$ cat config.mk
export PLATFORM = sky130hd
export DESIGN_NAME = vcache_top
export DESIGN_NICKNAME = d
export VERILOG_FILES = /design/src/verilog/vcache_pkg.sv /design/src/verilog/vcache_stage_if.sv /design/src/verilog/vcache_decode.sv /design/src/verilog/vcache_execute.sv /design/src/verilog/vcache_result.sv /design/src/verilog/vcache_profiler.sv /design/src/verilog/vcache_top.sv
export VERILOG_INCLUDE_DIRS = /design/src /design/src/verilog
export SDC_FILE = /design/constraint.sdc
export NUM_CORES = 1
export LEC_CHECK = 0
export BUFFER_PORTS_ARGS = -buffer_cell sky130_fd_sc_hd__buf_2
export CAP_MARGIN = 25
export CORE_ASPECT_RATIO = 0.8
export CORE_MARGIN = 2
export CORE_UTILIZATION = 40
export DETAILED_ROUTE_END_ITERATION = 16
export PLACE_DENSITY = 0.63
export SLEW_MARGIN = 20
export SYNTH_ARGS = -nofsm -noshare
export SYNTH_HDL_FRONTEND = slang
export SYNTH_SLANG_ARGS = --single-unit
$ cat constraint.sdc
create_clock -name clk_i -period 9.6 [get_ports clk_i]
set_input_delay 0.48 -clock clk_i [delete_from_list [all_inputs] [get_ports clk_i]]
set_output_delay 0.48 -clock clk_i [all_outputs]
set_load 0.005 [all_outputs]
$ cat src/verilog/vcache_params.svh
// global sizes for the vector cache slice
// the load path assumes 32-bit words with byte lanes
// VC_SETS must be a power of two, one word per set
// address and data widths are shared by the DMA side
`ifndef VCACHE_PARAMS_SVH
`define VCACHE_PARAMS_SVH

// byte address width
`define VC_ADDR_W 16

// word width
`define VC_DATA_W 32

// direct-mapped sets
`define VC_SETS 4

// profiler counter width
`define VC_CTR_W 32

`endif

$ cat src/verilog/vcache_pkg.sv
// shared types for the vector cache slice
// word addresses are byte addresses without the two offset bits
// data_size_op encoding is 00 byte, 01 half, 10 word
`include "vcache_params.svh"

package vcache_pkg;

  typedef logic [`VC_ADDR_W-3:0]   vcache_waddr_t;
  typedef logic [`VC_DATA_W-1:0]   vcache_word_t;
  typedef logic [`VC_DATA_W/8-1:0] vcache_mask_t;

  typedef enum logic [2:0] {
    OP_LD,
    OP_SM,
    OP_AMOSWAP,
    OP_AMOOR,
    OP_AFL,
    OP_AINV
  } vcache_op_e;

  // response class seen by the result stage
  typedef enum logic [1:0] {
    CLS_LD,
    CLS_ST,
    CLS_AMO,
    CLS_MAINT   // afl and ainv
  } vcache_class_e;

  typedef struct packed {
    logic          ld_op;
    logic          st_op;
    logic          amoswap_op;
    logic          amoor_op;
    logic          afl_op;
    logic          ainv_op;
    logic [1:0]    data_size_op;
    logic          sigext_op;
    vcache_mask_t  mask;
    vcache_waddr_t word_addr;
    logic [1:0]    byte_off;
    vcache_word_t  data;
  } vcache_decode_s;

  typedef struct packed {
    vcache_word_t  data;
    logic [1:0]    byte_off;
    logic [1:0]    data_size_op;
    logic          sigext_op;
    vcache_class_e op_class;
    logic          was_miss;
  } vcache_resp_s;

  typedef struct packed {
    logic ld;
    logic st;
    logic amo;
    logic miss_ld;
    logic miss_st;
    logic miss_cycle;
    logic idle_cycle;
    logic dma_read;
    logic dma_write;
  } vcache_event_s;

  typedef struct packed {
    logic          write_not_read;
    vcache_waddr_t addr;
    vcache_word_t  data;
  } vcache_dma_pkt_s;

  typedef enum logic [3:0] {
    STAT_LD,
    STAT_ST,
    STAT_AMO,
    STAT_MISS_LD,
    STAT_MISS_ST,
    STAT_MISS_CYC,
    STAT_IDLE_CYC,
    STAT_DMA_RD,
    STAT_DMA_WR
  } vcache_stat_e;

endpackage

$ cat src/verilog/vcache_stage_if.sv
// valid/ready link between two pipeline stages
// a transfer happens on an edge with valid and ready both high
// payload must stay steady while valid is high and ready is low
`timescale 1ns/1ps

interface vcache_stage_if #(
  parameter type payload_t = logic
) ();

  logic     valid;   // from producer
  logic     ready;   // from consumer
  payload_t payload;

  modport producer (
    output valid,
    output payload,
    input  ready
  );

  modport consumer (
    input  valid,
    input  payload,
    output ready
  );

endinterface

$ cat src/verilog/vcache_decode.sv
// request slot in front of the execute stage
// one entry, refilled in the same cycle it drains
// amo requests always act on the full word
// ready stays low for one cycle after reset
`timescale 1ns/1ps
`include "vcache_params.svh"

module vcache_decode
  import vcache_pkg::*;
(
  input  logic                    clk_i,
  input  logic                    reset_i,
  input  logic                    req_v_i,
  output logic                    req_ready_o,
  input  vcache_op_e              req_op_i,
  input  logic [`VC_ADDR_W-1:0]   req_addr_i,
  input  logic [`VC_DATA_W-1:0]   req_data_i,
  input  logic [`VC_DATA_W/8-1:0] req_mask_i,
  input  logic [1:0]              req_size_i,
  input  logic                    req_sigext_i,
  vcache_stage_if.producer        out_o
);

  logic           en_r;       // set one cycle after reset
  logic           slot_v_r;
  vcache_decode_s slot_r;
  vcache_decode_s dec;
  logic           accept;
  logic           is_amo;

  assign is_amo      = (req_op_i == OP_AMOSWAP) || (req_op_i == OP_AMOOR);
  assign req_ready_o = en_r & (~slot_v_r | out_o.ready);  // empty or draining
  assign accept      = req_v_i & req_ready_o;

  always_comb begin
    dec.ld_op        = (req_op_i == OP_LD);
    dec.st_op        = (req_op_i == OP_SM);
    dec.amoswap_op   = (req_op_i == OP_AMOSWAP);
    dec.amoor_op     = (req_op_i == OP_AMOOR);
    dec.afl_op       = (req_op_i == OP_AFL);
    dec.ainv_op      = (req_op_i == OP_AINV);
    dec.data_size_op = is_amo ? 2'b10 : req_size_i;  // amo returns the whole word
    dec.sigext_op    = req_sigext_i;
    dec.mask         = is_amo ? '1 : req_mask_i;
    dec.word_addr    = req_addr_i[`VC_ADDR_W-1:2];
    dec.byte_off     = req_addr_i[1:0];
    dec.data         = req_data_i;
  end

  always_ff @(posedge clk_i) begin
    if (reset_i) begin
      en_r     <= 1'b0;
      slot_v_r <= 1'b0;
    end else begin
      en_r     <= 1'b1;
      slot_v_r <= accept | (slot_v_r & ~out_o.ready);
    end
  end

  always_ff @(posedge clk_i) begin
    if (accept) begin
      slot_r <= dec;
    end
  end

  assign out_o.valid   = slot_v_r;
  assign out_o.payload = slot_r;

endmodule

$ cat src/verilog/vcache_execute.sv
// direct-mapped, write-back, write-allocate cache array with miss handler
// works on the item held by decode, so a hit leaves in the same cycle
// a miss refills the line first, then completes as a hit with was_miss set
// a dirty victim or a dirty afl goes out as one DMA write before anything else
// store data arrives already placed in its byte lanes
// one DMA packet at a time; read data must come back after the yumi
`timescale 1ns/1ps
`include "vcache_params.svh"

module vcache_execute
  import vcache_pkg::*;
(
  input  logic             clk_i,
  input  logic             reset_i,
  vcache_stage_if.consumer in_i,
  vcache_stage_if.producer out_o,
  output vcache_dma_pkt_s  dma_pkt_o,
  output logic             dma_v_o,
  input  logic             dma_yumi_i,
  input  logic             dma_data_v_i,
  input  vcache_word_t     dma_data_i,
  output vcache_event_s    event_o
);

  localparam int IDX_W = $clog2(`VC_SETS);
  localparam int TAG_W = `VC_ADDR_W - 2 - IDX_W;

  typedef enum logic [1:0] {S_READY, S_WRITEBACK, S_FILL} state_e;

  state_e              state_r;
  logic [TAG_W-1:0]    tag_r [`VC_SETS];
  vcache_word_t        data_r [`VC_SETS];
  logic [`VC_SETS-1:0] valid_r;
  logic [`VC_SETS-1:0] dirty_r;
  logic                fill_sent_r;  // read packet taken, data pending
  logic                was_miss_r;
  vcache_event_s       event_r;
  vcache_event_s       event_next;

  vcache_decode_s      req;
  logic [IDX_W-1:0]    idx;
  logic [TAG_W-1:0]    tag;
  logic                hit;
  logic                need_line;
  logic                miss_now;
  logic                flush_now;
  logic                done;
  logic                fire;
  logic                wr_hit;
  logic                fill_done;
  vcache_word_t        old_word;
  vcache_word_t        new_word;
  vcache_resp_s        resp;

  assign req       = in_i.payload;
  assign idx       = req.word_addr[IDX_W-1:0];
  assign tag       = req.word_addr[`VC_ADDR_W-3:IDX_W];
  assign hit       = valid_r[idx] & (tag_r[idx] == tag);
  assign need_line = req.ld_op | req.st_op | req.amoswap_op | req.amoor_op;
  assign miss_now  = need_line & ~hit;
  assign flush_now = req.afl_op & hit & dirty_r[idx];
  assign done      = in_i.valid & (state_r == S_READY) & ~miss_now & ~flush_now;
  assign fire      = done & out_o.ready;
  assign wr_hit    = fire & (req.st_op | req.amoswap_op | req.amoor_op);
  assign fill_done = (state_r == S_FILL) & fill_sent_r & dma_data_v_i;
  assign old_word  = data_r[idx];

  // store merge and amo update
  always_comb begin
    new_word = old_word;
    if (req.amoswap_op) begin
      new_word = req.data;
    end else if (req.amoor_op) begin
      new_word = old_word | req.data;
    end else begin
      for (int b = 0; b < `VC_DATA_W/8; b++) begin
        if (req.mask[b]) begin
          new_word[8*b +: 8] = req.data[8*b +: 8];
        end
      end
    end
  end

  always_comb begin
    resp.data         = old_word;  // old word for loads and amos
    resp.byte_off     = req.byte_off;
    resp.data_size_op = req.data_size_op;
    resp.sigext_op    = req.sigext_op;
    resp.was_miss     = was_miss_r;
    if (req.ld_op) begin
      resp.op_class = CLS_LD;
    end else if (req.st_op) begin
      resp.op_class = CLS_ST;
    end else if (req.amoswap_op | req.amoor_op) begin
      resp.op_class = CLS_AMO;
    end else begin
      resp.op_class = CLS_MAINT;
    end
  end

  assign out_o.valid   = done;
  assign out_o.payload = resp;
  assign in_i.ready    = fire;

  assign dma_v_o = (state_r == S_WRITEBACK) | ((state_r == S_FILL) & ~fill_sent_r);

  always_comb begin
    if (state_r == S_WRITEBACK) begin
      dma_pkt_o.write_not_read = 1'b1;
      dma_pkt_o.addr           = {tag_r[idx], idx};  // victim line
      dma_pkt_o.data           = old_word;
    end else begin
      dma_pkt_o.write_not_read = 1'b0;
      dma_pkt_o.addr           = req.word_addr;
      dma_pkt_o.data           = '0;
    end
  end

  always_ff @(posedge clk_i) begin
    if (reset_i) begin
      state_r     <= S_READY;
      valid_r     <= '0;
      dirty_r     <= '0;
      fill_sent_r <= 1'b0;
      was_miss_r  <= 1'b0;
    end else begin
      case (state_r)
        S_READY: begin
          if (fire) begin
            was_miss_r <= 1'b0;
            if (wr_hit) begin
              dirty_r[idx] <= 1'b1;
            end
            if (req.ainv_op & hit) begin
              valid_r[idx] <= 1'b0;  // dropped without writeback
              dirty_r[idx] <= 1'b0;
            end
          end else if (in_i.valid & (miss_now | flush_now)) begin
            state_r <= (valid_r[idx] & dirty_r[idx]) ? S_WRITEBACK : S_FILL;
          end
        end
        S_WRITEBACK: begin
          if (dma_yumi_i) begin
            dirty_r[idx] <= 1'b0;
            state_r      <= need_line ? S_FILL : S_READY;  // afl is done here
          end
        end
        S_FILL: begin
          if (dma_v_o & dma_yumi_i) begin
            fill_sent_r <= 1'b1;
          end
          if (fill_done) begin
            valid_r[idx] <= 1'b1;
            dirty_r[idx] <= 1'b0;
            fill_sent_r  <= 1'b0;
            was_miss_r   <= 1'b1;
            state_r      <= S_READY;
          end
        end
        default: state_r <= S_READY;
      endcase
    end
  end

  always_ff @(posedge clk_i) begin
    if (wr_hit) begin
      data_r[idx] <= new_word;
    end
    if (fill_done) begin
      data_r[idx] <= dma_data_i;
      tag_r[idx]  <= tag;
    end
  end

  always_comb begin
    event_next            = '0;
    event_next.miss_cycle = (state_r != S_READY);
    event_next.idle_cycle = ~in_i.valid & (state_r == S_READY);
    event_next.dma_read   = dma_v_o & dma_yumi_i & ~dma_pkt_o.write_not_read;
    event_next.dma_write  = dma_v_o & dma_yumi_i & dma_pkt_o.write_not_read;
  end

  // registered, one cycle behind the array side
  always_ff @(posedge clk_i) begin
    if (reset_i) begin
      event_r <= '0;
    end else begin
      event_r <= event_next;
    end
  end

  assign event_o = event_r;

endmodule

$ cat src/verilog/vcache_result.sv
// response slot toward the requester, valid/yumi on the outside
// byte and half loads are picked by the byte offset and then extended
// stores, afl and ainv answer with zero data
// retire events pulse in the cycle the response is taken
`timescale 1ns/1ps
`include "vcache_params.svh"

module vcache_result
  import vcache_pkg::*;
(
  input  logic             clk_i,
  input  logic             reset_i,
  vcache_stage_if.consumer in_i,
  output logic             v_o,
  output vcache_word_t     data_o,
  input  logic             yumi_i,
  output vcache_event_s    event_o
);

  logic         slot_v_r;
  vcache_resp_s slot_r;
  vcache_word_t shifted;
  logic         is_load;
  logic         fire;

  assign in_i.ready = ~slot_v_r | yumi_i;
  assign fire       = slot_v_r & yumi_i;

  always_ff @(posedge clk_i) begin
    if (reset_i) begin
      slot_v_r <= 1'b0;
    end else begin
      slot_v_r <= (in_i.valid & in_i.ready) | (slot_v_r & ~yumi_i);
    end
  end

  always_ff @(posedge clk_i) begin
    if (in_i.valid & in_i.ready) begin
      slot_r <= in_i.payload;
    end
  end

  assign v_o     = slot_v_r;
  assign shifted = slot_r.data >> {slot_r.byte_off, 3'b000};
  assign is_load = (slot_r.op_class == CLS_LD) | (slot_r.op_class == CLS_AMO);

  always_comb begin
    data_o = '0;
    if (is_load) begin
      case (slot_r.data_size_op)
        2'b00:   data_o = {{(`VC_DATA_W-8){slot_r.sigext_op & shifted[7]}}, shifted[7:0]};
        2'b01:   data_o = {{(`VC_DATA_W-16){slot_r.sigext_op & shifted[15]}}, shifted[15:0]};
        default: data_o = slot_r.data;  // word, offset ignored
      endcase
    end
  end

  always_comb begin
    event_o         = '0;
    event_o.ld      = fire & (slot_r.op_class == CLS_LD);
    event_o.st      = fire & (slot_r.op_class == CLS_ST);
    event_o.amo     = fire & (slot_r.op_class == CLS_AMO);
    event_o.miss_ld = fire & (slot_r.op_class == CLS_LD) & slot_r.was_miss;
    event_o.miss_st = fire & (slot_r.op_class == CLS_ST) & slot_r.was_miss;
  end

endmodule

$ cat src/verilog/vcache_profiler.sv
// hardware event counters, one per vcache_stat_e entry
// counters saturate at all ones and clear on reset
// stat_o follows stat_sel_i combinationally
// unused select codes read as zero
`timescale 1ns/1ps
`include "vcache_params.svh"

module vcache_profiler
  import vcache_pkg::*;
(
  input  logic                 clk_i,
  input  logic                 reset_i,
  input  vcache_event_s        event_i,
  input  vcache_stat_e         stat_sel_i,
  output logic [`VC_CTR_W-1:0] stat_o
);

  localparam int N_STAT = int'(STAT_DMA_WR) + 1;

  logic [`VC_CTR_W-1:0] ctr_r [N_STAT];
  logic [N_STAT-1:0]    inc;

  assign inc[STAT_LD]       = event_i.ld;
  assign inc[STAT_ST]       = event_i.st;
  assign inc[STAT_AMO]      = event_i.amo;
  assign inc[STAT_MISS_LD]  = event_i.miss_ld;
  assign inc[STAT_MISS_ST]  = event_i.miss_st;
  assign inc[STAT_MISS_CYC] = event_i.miss_cycle;
  assign inc[STAT_IDLE_CYC] = event_i.idle_cycle;
  assign inc[STAT_DMA_RD]   = event_i.dma_read;
  assign inc[STAT_DMA_WR]   = event_i.dma_write;

  always_ff @(posedge clk_i) begin
    for (int i = 0; i < N_STAT; i++) begin
      if (reset_i) begin
        ctr_r[i] <= '0;
      end else if (inc[i] & ~(&ctr_r[i])) begin
        ctr_r[i] <= ctr_r[i] + 1'b1;  // holds at max
      end
    end
  end

  always_comb begin
    stat_o = '0;
    for (int i = 0; i < N_STAT; i++) begin
      if (int'(stat_sel_i) == i) begin
        stat_o = ctr_r[i];
      end
    end
  end

endmodule

$ cat src/verilog/vcache_top.sv
// vector cache slice: decode, execute and result stages plus the profiler
// requests use valid/ready, responses and DMA packets use valid/yumi
// dma_addr_o is a word address; every DMA transfer is one word
// yumi_i and dma_yumi_i may only be raised while the matching valid is high
`timescale 1ns/1ps
`include "vcache_params.svh"

module vcache_top
  import vcache_pkg::*;
(
  input  logic                    clk_i,
  input  logic                    reset_i,
  input  logic                    req_v_i,
  output logic                    req_ready_o,
  input  vcache_op_e              req_op_i,
  input  logic [`VC_ADDR_W-1:0]   req_addr_i,
  input  logic [`VC_DATA_W-1:0]   req_data_i,
  input  logic [`VC_DATA_W/8-1:0] req_mask_i,
  input  logic [1:0]              req_size_i,
  input  logic                    req_sigext_i,
  output logic                    v_o,
  output logic [`VC_DATA_W-1:0]   data_o,
  input  logic                    yumi_i,
  output logic                    dma_v_o,
  output logic                    dma_write_o,
  output logic [`VC_ADDR_W-3:0]   dma_addr_o,
  output logic [`VC_DATA_W-1:0]   dma_data_o,
  input  logic                    dma_yumi_i,
  input  logic                    dma_data_v_i,
  input  logic [`VC_DATA_W-1:0]   dma_data_i,
  input  vcache_stat_e            stat_sel_i,
  output logic [`VC_CTR_W-1:0]    stat_o
);

  vcache_stage_if #(.payload_t(vcache_decode_s)) dec_exe ();
  vcache_stage_if #(.payload_t(vcache_resp_s))   exe_res ();

  vcache_dma_pkt_s dma_pkt;
  vcache_event_s   exe_event;
  vcache_event_s   res_event;
  vcache_event_s   all_event;

  vcache_decode dec (
    .clk_i        (clk_i),
    .reset_i      (reset_i),
    .req_v_i      (req_v_i),
    .req_ready_o  (req_ready_o),
    .req_op_i     (req_op_i),
    .req_addr_i   (req_addr_i),
    .req_data_i   (req_data_i),
    .req_mask_i   (req_mask_i),
    .req_size_i   (req_size_i),
    .req_sigext_i (req_sigext_i),
    .out_o        (dec_exe)
  );

  vcache_execute exe (
    .clk_i        (clk_i),
    .reset_i      (reset_i),
    .in_i         (dec_exe),
    .out_o        (exe_res),
    .dma_pkt_o    (dma_pkt),
    .dma_v_o      (dma_v_o),
    .dma_yumi_i   (dma_yumi_i),
    .dma_data_v_i (dma_data_v_i),
    .dma_data_i   (dma_data_i),
    .event_o      (exe_event)
  );

  vcache_result res (
    .clk_i   (clk_i),
    .reset_i (reset_i),
    .in_i    (exe_res),
    .v_o     (v_o),
    .data_o  (data_o),
    .yumi_i  (yumi_i),
    .event_o (res_event)
  );

  // the two sources never drive the same field
  assign all_event = exe_event | res_event;

  vcache_profiler prof (
    .clk_i      (clk_i),
    .reset_i    (reset_i),
    .event_i    (all_event),
    .stat_sel_i (stat_sel_i),
    .stat_o     (stat_o)
  );

  assign dma_write_o = dma_pkt.write_not_read;
  assign dma_addr_o  = dma_pkt.addr;
  assign dma_data_o  = dma_pkt.data;

endmodule

==> metrics.csv, run 1 <==
stage,metric,value,unit
status,status,finished clean,
layout,Final Non-Filler Cells,3748,
global_route,total gr overflow,0,
critical_path,startpoint type of the worst setup path,register,
detailed_routing,average wire per standard cell,21.30,um
layout,"commonest cells after routing, fill and taps aside","edfxtp_1 (565), nor2_1 (495), buf_2 (213), nand2_1 (177), xor2_1 (163)",
timing,Setup WS post-layout,4958,ps
floorplan,die area,0.07534,mm2
critical_path,critical path class,register to output port,
timing,post-layout min period,4642,ps
worst_hold_path,worst hold-check path type,primary input to register,
timing,RSZ-0062 raised after global routing,false,
logic_synthesis,"FF+latch count, synth",586,
power,PwrDens,169.1,mW/mm2
layout,area grow syn2layout,14.72,%
floorplan,FP Rows,88,
floorplan,Chip Height,245.9,um
logic_synthesis,Unique masters post-synth,62,
timing,Clock Skew,29.45,ps
global_route,largest net degree at the start of global routing,54,
layout,final core occ,46.47,%
global_route,initial antenna violation count,7,
power,VDD IR max,0.1804,mV
layout,Diodes inserted,0,
layout,nets,2868,
layout,# fillers,6543,
logic_synthesis,Post-synth ARST share,0,%
placed_design,setup slack at placement,5086,ps
global_route,first-pass GRT wire length,120.1,mm
detailed_routing,Via density,5.678,
placed_design,Post-DP Area,0.03136,mm2
timing,fmax,0.2154,GHz
logic_synthesis,Post-synth EDFFs,565,
power,Leak,11.42,nW
power,NetSw,1.386,mW
logic_synthesis,register area share after synthesis,59.42,%
timing,Worst-Margin Slew,995.9,ps
cts,"Clk pin slew, worst setup/hold paths",60,ps
worst_hold_path,hold depth,1,
layout,layout cell share with drive strength beyond 1,14.73,%
layout,Final Cell Area,0.03357,mm2
power,Logic pwr share,7.5,%
floorplan,initial core utilization,40.51,%
detailed_routing,1st-iter DRT viols,2476,
cts,Sink Count,586,
detailed_routing,vias post-DR,21280,
cts,H-tree depth,2,
logic_synthesis,"Avg Cell Area, Syn",11.54,um2
global_route,GRT Util Overall,20.63,%
detailed_routing,Remaining DRCs,0,
placed_design,DP HPWL,56.94,mm
critical_path,arrival time at the worst endpoint,4160,ps
logic_synthesis,"Cell Area, Synth",0.02926,mm2
timing,setup TNS,0,ps
detailed_routing,TritonRoute pass-1 iters,6,
floorplan,core area,0.07223,mm2
logic_synthesis,Ys Warns,0,
detailed_routing,DRT antenna net count,0,
timing,setup violators final,0,
logic_synthesis,Syn Nets,2649,
worst_hold_path,Hold Crit Start,req_data_i[4],
timing,fin. max-slew vios,0,
critical_path,CP Max Fanout,44,
cts,clk root buf,clkbuf_16,
placed_design,Placed Cells,3605,
timing,final hold violations,0,
critical_path,reg2reg setup slack,5160,ps
flow_run,# Max-Cap Violations,0,
timing,hold slack,25.36,ps
detailed_routing,drt total wl,79.85,mm
critical_path,CP Cell Sequence,buf_4 -> mux4_1 -> xnor2_1 -> nand3_1 -> nor4_4 -> mux2i_1 -> buf_4 -> nand2_1 -> and2_1 -> buf_2,
cts,maximum buffer depth of the clock tree,3,
floorplan,IO Pins,214,
critical_path,CP Data Required Time,9120,ps
cts,Worst-Skew Late Latency,650,ps
worst_hold_path,sink of the worst hold path,dec.out_o.payload[4]$_DFFE_PP_,
timing,Slew HR,33.61,%
cts,CTS buffer count,57,
critical_path,Crit. End Element,output port,
layout,"commonest non-fill, non-tap cell in the layout",edfxtp_1,
critical_path,"most used cell, CP",buf_4,
logic_synthesis,most used flip-flop cell after synthesis,edfxtp_1,
cts,TritonCTS clock tree,done,
power,internal power,4.290,mW
critical_path,Max stage delay on crit path,710,ps
power,Tot Pwr,5.676,mW
floorplan,Die X,306.4,um
power,Sw Ratio,24.42,%
critical_path,R2R cell count,9,
cts,post-CTS sizing,0,
global_route,vias in the first global route,20270,
timing,Tcrit/Tclk final,48.35,%
power,Clk pwr share,39.4,%
critical_path,slowest CP cell,mux4_1,
critical_path,worst reg2reg path endpoint,dec.out_o.payload[2]$_DFFE_PP_,
placed_design,GP Congestion,0.9477,
placed_design,Port-buffer cells,213,
logic_synthesis,Cells after Synth,2536,
power,sequential share of power,53.2,%
metal layers:
metal	share of wire [%]	routed length, um	GRT usage [%]	vias up
li1	-	-	-	9741
met1	44	35200	29.74	10560
met2	45	36110	31.75	831
met3	8.4	6712	4.309	134
met4	2.2	1746	5.190	12
met5	0.096	77	0	-
cell usage after synthesis (54+ instances only):
library cell / number / area (um2)
xnor2_1: 116 / 1016
nand3_1: 101 / 505.5
inv_1: 62 / 232.7
clkbuf_1: 107 / 401.6
nand4_1: 65 / 406.6
xor2_1: 163 / 1428
and3_1: 55 / 344.1
edfxtp_1: 565 / 16970
nand2_1: 179 / 671.9
o21ai_0: 54 / 270.3
nor2_1: 499 / 1873
a21oi_1: 68 / 340.3
cell families (layout without fill, tap and decap cells):
group | after synthesis | after routing | synth area share, %
compound gates | 339 | 339 | 7.889
xor+xnor | 279 | 279 | 8.351
fa+ha+maj | 13 | 13 | 0.5559
buf+inv | 188 | 455 | 2.544
flops | 586 | 586 | 59.42
mux | 71 | 71 | 4.545
simple gates | 1060 | 1060 | 16.69
worst max-delay path by stage:
stage          startpoint                             end  slack [ps]  cells after the start
5_1_grt          register                     req_ready_o        4600                     10
3_5_place_dp     register  dec.out_o.payload[2]$_DFFE_PP_        5090                      9
3_3_place_gp     register  dec.out_o.payload[2]$_DFFE_PP_        5170                      9
2_1_floorplan    register                        register        3660                      9
6_report         register                     req_ready_o        4960                     10
4_1_cts          register                     req_ready_o        4870                     10
what timing repair did:
action / 4_1_cts / 5_1_grt
setup buffers: 0 / 0
hold buffers: 34 / 0
endpoints found under the hold margin: 34 / 0
sequential cells by signal, summed over array words and instances (netlist names), 2 cells and up, named ones only:
signal	cells
res.slot_r	40
exe.tag_r	48
exe.event_o	4
dec.out_o.payload	61
exe.dirty_r	4
exe.data_r	128
exe.state_r	2
prof.ctr_r	288
power by group through the flow:
stage	clock, mW	sequential (mW)	combinational, mW
after floorplan	0	3.03	0.263
after global routing	2.37	3.03	0.460
after detailed placement	0	3.07	0.409
final	2.23	3.02	0.424
after global placement	0	3.06	0.397
after CTS	2.27	3.01	0.422
critical path, delay by kind of cell (launching register included):
family                    cells  cell delay [ps]
muxes                         2              970
buffers and inverters         3             1020
and+or+nand+nor               4             1050
DFF                           1              320
xor gates and xnor gates      1              170
area by class of cell:
cell class | count | area, um2 | area share (%)
sequential | 586 | 17390 | 51.80
multi-input combinational | 1762 | 11210 | 33.41
timing repair buffer | 285 | 1708 | 5.088
clock buffer | 73 | 1496 | 4.458
tap | 945 | 1182 | 3.522
clock inverter | 34 | 341.6 | 1.018
inverter | 63 | 236.5 | 0.7045
No activity file was read; power rests on OpenSTA's default activity.
==> run 2: changes to the inputs <==
--- a/config.mk
+++ b/config.mk
@@ -6,13 +6,14 @@
 export SDC_FILE = /design/constraint.sdc
 export NUM_CORES = 1
 export LEC_CHECK = 0
+export ABC_AREA = 1
 export BUFFER_PORTS_ARGS = -buffer_cell sky130_fd_sc_hd__buf_2
 export CAP_MARGIN = 25
 export CORE_ASPECT_RATIO = 0.8
 export CORE_MARGIN = 2
 export CORE_UTILIZATION = 40
 export DETAILED_ROUTE_END_ITERATION = 16
-export PLACE_DENSITY = 0.63
+export PLACE_DENSITY = 0.65
 export SLEW_MARGIN = 20
 export SYNTH_ARGS = -nofsm -noshare
 export SYNTH_HDL_FRONTEND = slang
==> constraint.sdc (replaced) <==
create_clock -name clk_i -period 3.74 [get_ports clk_i]
set_input_delay 0.187 -clock clk_i [delete_from_list [all_inputs] [get_ports clk_i]]
set_output_delay 0.187 -clock clk_i [all_outputs]
set_load 0.005 [all_outputs]
==> metrics.csv, run 2 <==
stage,metric,value,unit,change
critical_path,startpoint type of the worst setup path,register,,
logic_synthesis,cell taking the most area after synthesis,edfxtp_1,,
floorplan,initial core utilization,40.49,%,about the same
timing,setup TNS,0,ps,unchanged
global_route,largest net degree at the start of global routing,65,,+20%
layout,"commonest non-fill, non-tap cell in the layout",nand2_1,,
logic_synthesis,Post-synth EDFFs,565,,unchanged
detailed_routing,1st-iter DRT viols,3275,,+32%
layout,"commonest cells after routing, fill and taps aside","nand2_1 (785), edfxtp_1 (565), inv_1 (448), nor2_1 (416), a21oi_1 (216)",,
timing,setup violators final,0,,unchanged
power,Leak,14.08,nW,+23%
timing,final hold violations,0,,unchanged
placed_design,Post-DP Area,0.03415,mm2,+8.9%
placed_design,DP HPWL,64.81,mm,+14%
timing,Clock Skew,30.28,ps,+0.8288 ps
layout,area grow syn2layout,15.75,%,
logic_synthesis,register area share after synthesis,54.46,%,-5.0 points
layout,layout cell share with drive strength beyond 1,12.99,%,-1.7 points
global_route,first-pass GRT wire length,139.8,mm,+16%
logic_synthesis,"Avg Cell Area, Syn",8.836,um2,-23%
power,PwrDens,443.8,mW/mm2,+160%
timing,Worst-Margin Slew,1050,ps,+54.16 ps
timing,fin. max-slew vios,0,,unchanged
critical_path,Max stage delay on crit path,460,ps,-250 ps
power,VDD IR max,0.3648,mV,+100%
logic_synthesis,"FF+latch count, synth",586,,unchanged
floorplan,die area,0.08210,mm2,+9.0%
detailed_routing,Remaining DRCs,0,,unchanged
critical_path,CP Max Fanout,17,,-61%
floorplan,Chip Height,256.7,um,+4.4%
status,status,finished clean,,
cts,CTS buffer count,59,,+3.5%
cts,Sink Count,586,,unchanged
logic_synthesis,Syn Nets,3726,,+41%
critical_path,critical path class,register to output port,,
logic_synthesis,most frequent cell after synthesis,nand2_1,,
critical_path,Crit. End Element,output port,,
cts,maximum buffer depth of the clock tree,3,,unchanged
floorplan,IO Pins,214,,unchanged
detailed_routing,drt total wl,90.61,mm,+13%
timing,hold slack,29.34,ps,+3.983 ps
placed_design,GP Congestion,0.9248,,-2.4%
timing,Slew HR,30.00,%,-3.6 points
timing,fmax,0.2815,GHz,
flow_run,# Max-Cap Violations,0,,unchanged
timing,Tcrit/Tclk final,94.99,%,
power,Tot Pwr,16.40,mW,+190%
critical_path,CP Cell Sequence,inv_1 -> a21oi_1 -> o21ai_0 -> nand2_1 -> nand3_1 -> nand3_1 -> nand2_1 -> a21oi_1 -> buf_2,,
detailed_routing,average wire per standard cell,18.16,um,-15%
cts,Worst-Skew Late Latency,650,ps,about the same
global_route,GRT Util Overall,21.53,%,+0.91 points
logic_synthesis,Post-synth ARST share,0,%,unchanged
cts,clk root buf,clkbuf_16,,
global_route,vias in the first global route,24340,,+20%
layout,# fillers,7378,,+13%
layout,Diodes inserted,0,,unchanged
detailed_routing,TritonRoute pass-1 iters,8,,+2
timing,post-layout min period,3553,ps,
logic_synthesis,Synth top area share,53.15,%,-4.8 points
cts,H-tree depth,2,,unchanged
critical_path,CP Data Required Time,3550,ps,-5570 ps
layout,Final Non-Filler Cells,4991,,+33%
floorplan,FP Rows,92,,+4.5%
critical_path,slowest CP cell,a21oi_1,,
logic_synthesis,most used flip-flop cell after synthesis,edfxtp_1,,
logic_synthesis,Unique masters post-synth,63,,+1.6%
cts,"Clk pin slew, worst setup/hold paths",70,ps,about the same
logic_synthesis,Post-synth top cells,"nand2_1 (785), edfxtp_1 (565), inv_1 (450)",,
logic_synthesis,Cells after Synth,3613,,+42%
placed_design,Port-buffer cells,213,,unchanged
worst_hold_path,worst hold-check path type,primary input to register,,
logic_synthesis,"Cell Area, Synth",0.03192,mm2,+9.1%
detailed_routing,DRT antenna net count,0,,unchanged
timing,RSZ-0062 raised after global routing,false,,
critical_path,gate family responsible for the most delay along the worst path,simple AND/OR/NAND/NOR gates,,
logic_synthesis,Ys Warns,0,,unchanged
critical_path,Crit path buffers/inverters,2,,-1
floorplan,core area,0.07885,mm2,+9.2%
detailed_routing,Via density,5.343,,-5.9%
cts,TritonCTS clock tree,done,,
detailed_routing,vias post-DR,26670,,+25%
layout,max reg flops,288,,unchanged
placed_design,Placed Cells,4801,,+33%
logic_synthesis,top area cells in the synthesized netlist,"edfxtp_1 (53%), nand2_1 (9.2%), inv_1 (5.3%)",,
layout,largest reg by FF count,prof.ctr_r,,
critical_path,arrival time at the worst endpoint,3370,ps,-790 ps
global_route,total gr overflow,0,,unchanged
floorplan,Die X,319.8,um,+4.4%
global_route,initial antenna violation count,0,,-7
layout,nets,4020,,+40%
layout,Final Cell Area,0.03695,mm2,+10%
-- run 2: cell count changes in the layout (fill, tap and decap cells not counted), sizes merged, moves of 70 or more --
cell / before / now
nand3: 101 / 212
o21ai: 54 / 136
nor3b: 3 / 73
xor2: 163 / 44
inv: 63 / 459
xnor2: 116 / 19
nor3: 24 / 201
a21oi: 68 / 224
nand2: 179 / 799
-- run 2: repair_timing --
action,in CTS,in global routing
gates resized for setup,0,0
hold endpoints to repair,129,0
setup endpoints to repair,0,0
hold buffers,79,0
setup buffers,0,0
-- run 2: cell type report --
class / instances / area (um2) / share of cell area (%)
Clock buffer: 73 / 1590 / 4.304
Inverter: 464 / 1749 / 4.734
Clock inverter: 38 / 425.4 / 1.151
Sequential cell: 586 / 17390 / 47.06
Multi-Input combinational cell: 2445 / 12190 / 32.99
Timing Repair Buffer: 351 / 2312 / 6.257
Tap cell: 1034 / 1294 / 3.501
-- run 2: routing by layer --
layer	GRT usage, %	share of wire (%)	vias to the layer above
met1	32.68	47	12600
met3	2.520	7.2	129
met4	5.346	2.2	0
li1	-	-	12890
met2	32.61	44	1047
met5	0	0	-
-- run 2: worst paths after layout --
check / slack (ps) / start / to / cells past startpoint
hold / removal: 30 / dma_data_i[29] / exe.data_r[2][29]$_DFFE_PP_ / 3
setup reg to reg: 570 / register / exe.data_r[1][5]$_DFFE_PP_ / 13
hold reg to reg: 430 / exe.was_miss_r$_SDFFE_PP0P_ / res.slot_r[0]$_DFFE_PP_ / 0
setup / recovery: 190 / res.slot_r[7]$_DFFE_PP_ / data_o[22] / 9
-- run 2: worst reg2reg max path: stages, from the launching register on --
cell     delay [ps]
dfxtp_2         660
inv_6           190
nand2_1         110
nand3_1          90
nand2_1         110
nand2_1          50
nand2_1          60
nand3_1         110
nor2_2          190
nand3_2         120
nand2_4         120
nand4_2         310
a21oi_4         220
buf_4           460
-- run 2: cells by family (layout without fill, tap and decap cells) --
logic type | after synthesis | count (layout) | share of synthesized area [%]
buf+inv | 582 | 926 | 7.502
flops | 586 | 586 | 54.46
compound gates | 476 | 476 | 8.407
xor+xnor | 63 | 63 | 1.728
fa+ha+maj | 13 | 13 | 0.5095
simple gates | 1893 | 1893 | 27.39
-- run 2: through the flow --
step / utilization (%) / setup slack (ps)
4_1_cts: 46.86 / 350.1
2_1_floorplan: - / 201.8
3_5_place_dp: 43.30 / 570.0
6_report: 46.86 / 187.4
3_3_place_gp: 43.30 / 668.7
5_1_grt: 46.86 / 91.81
-- run 2: where the power goes --
group          internal [mW]  leakage, nW  switching (mW)
registers               7.69         5.68           0.366
clock network           3.53        0.984            2.68
logic                  0.671         7.42            1.46
total                   11.9         14.1            4.51
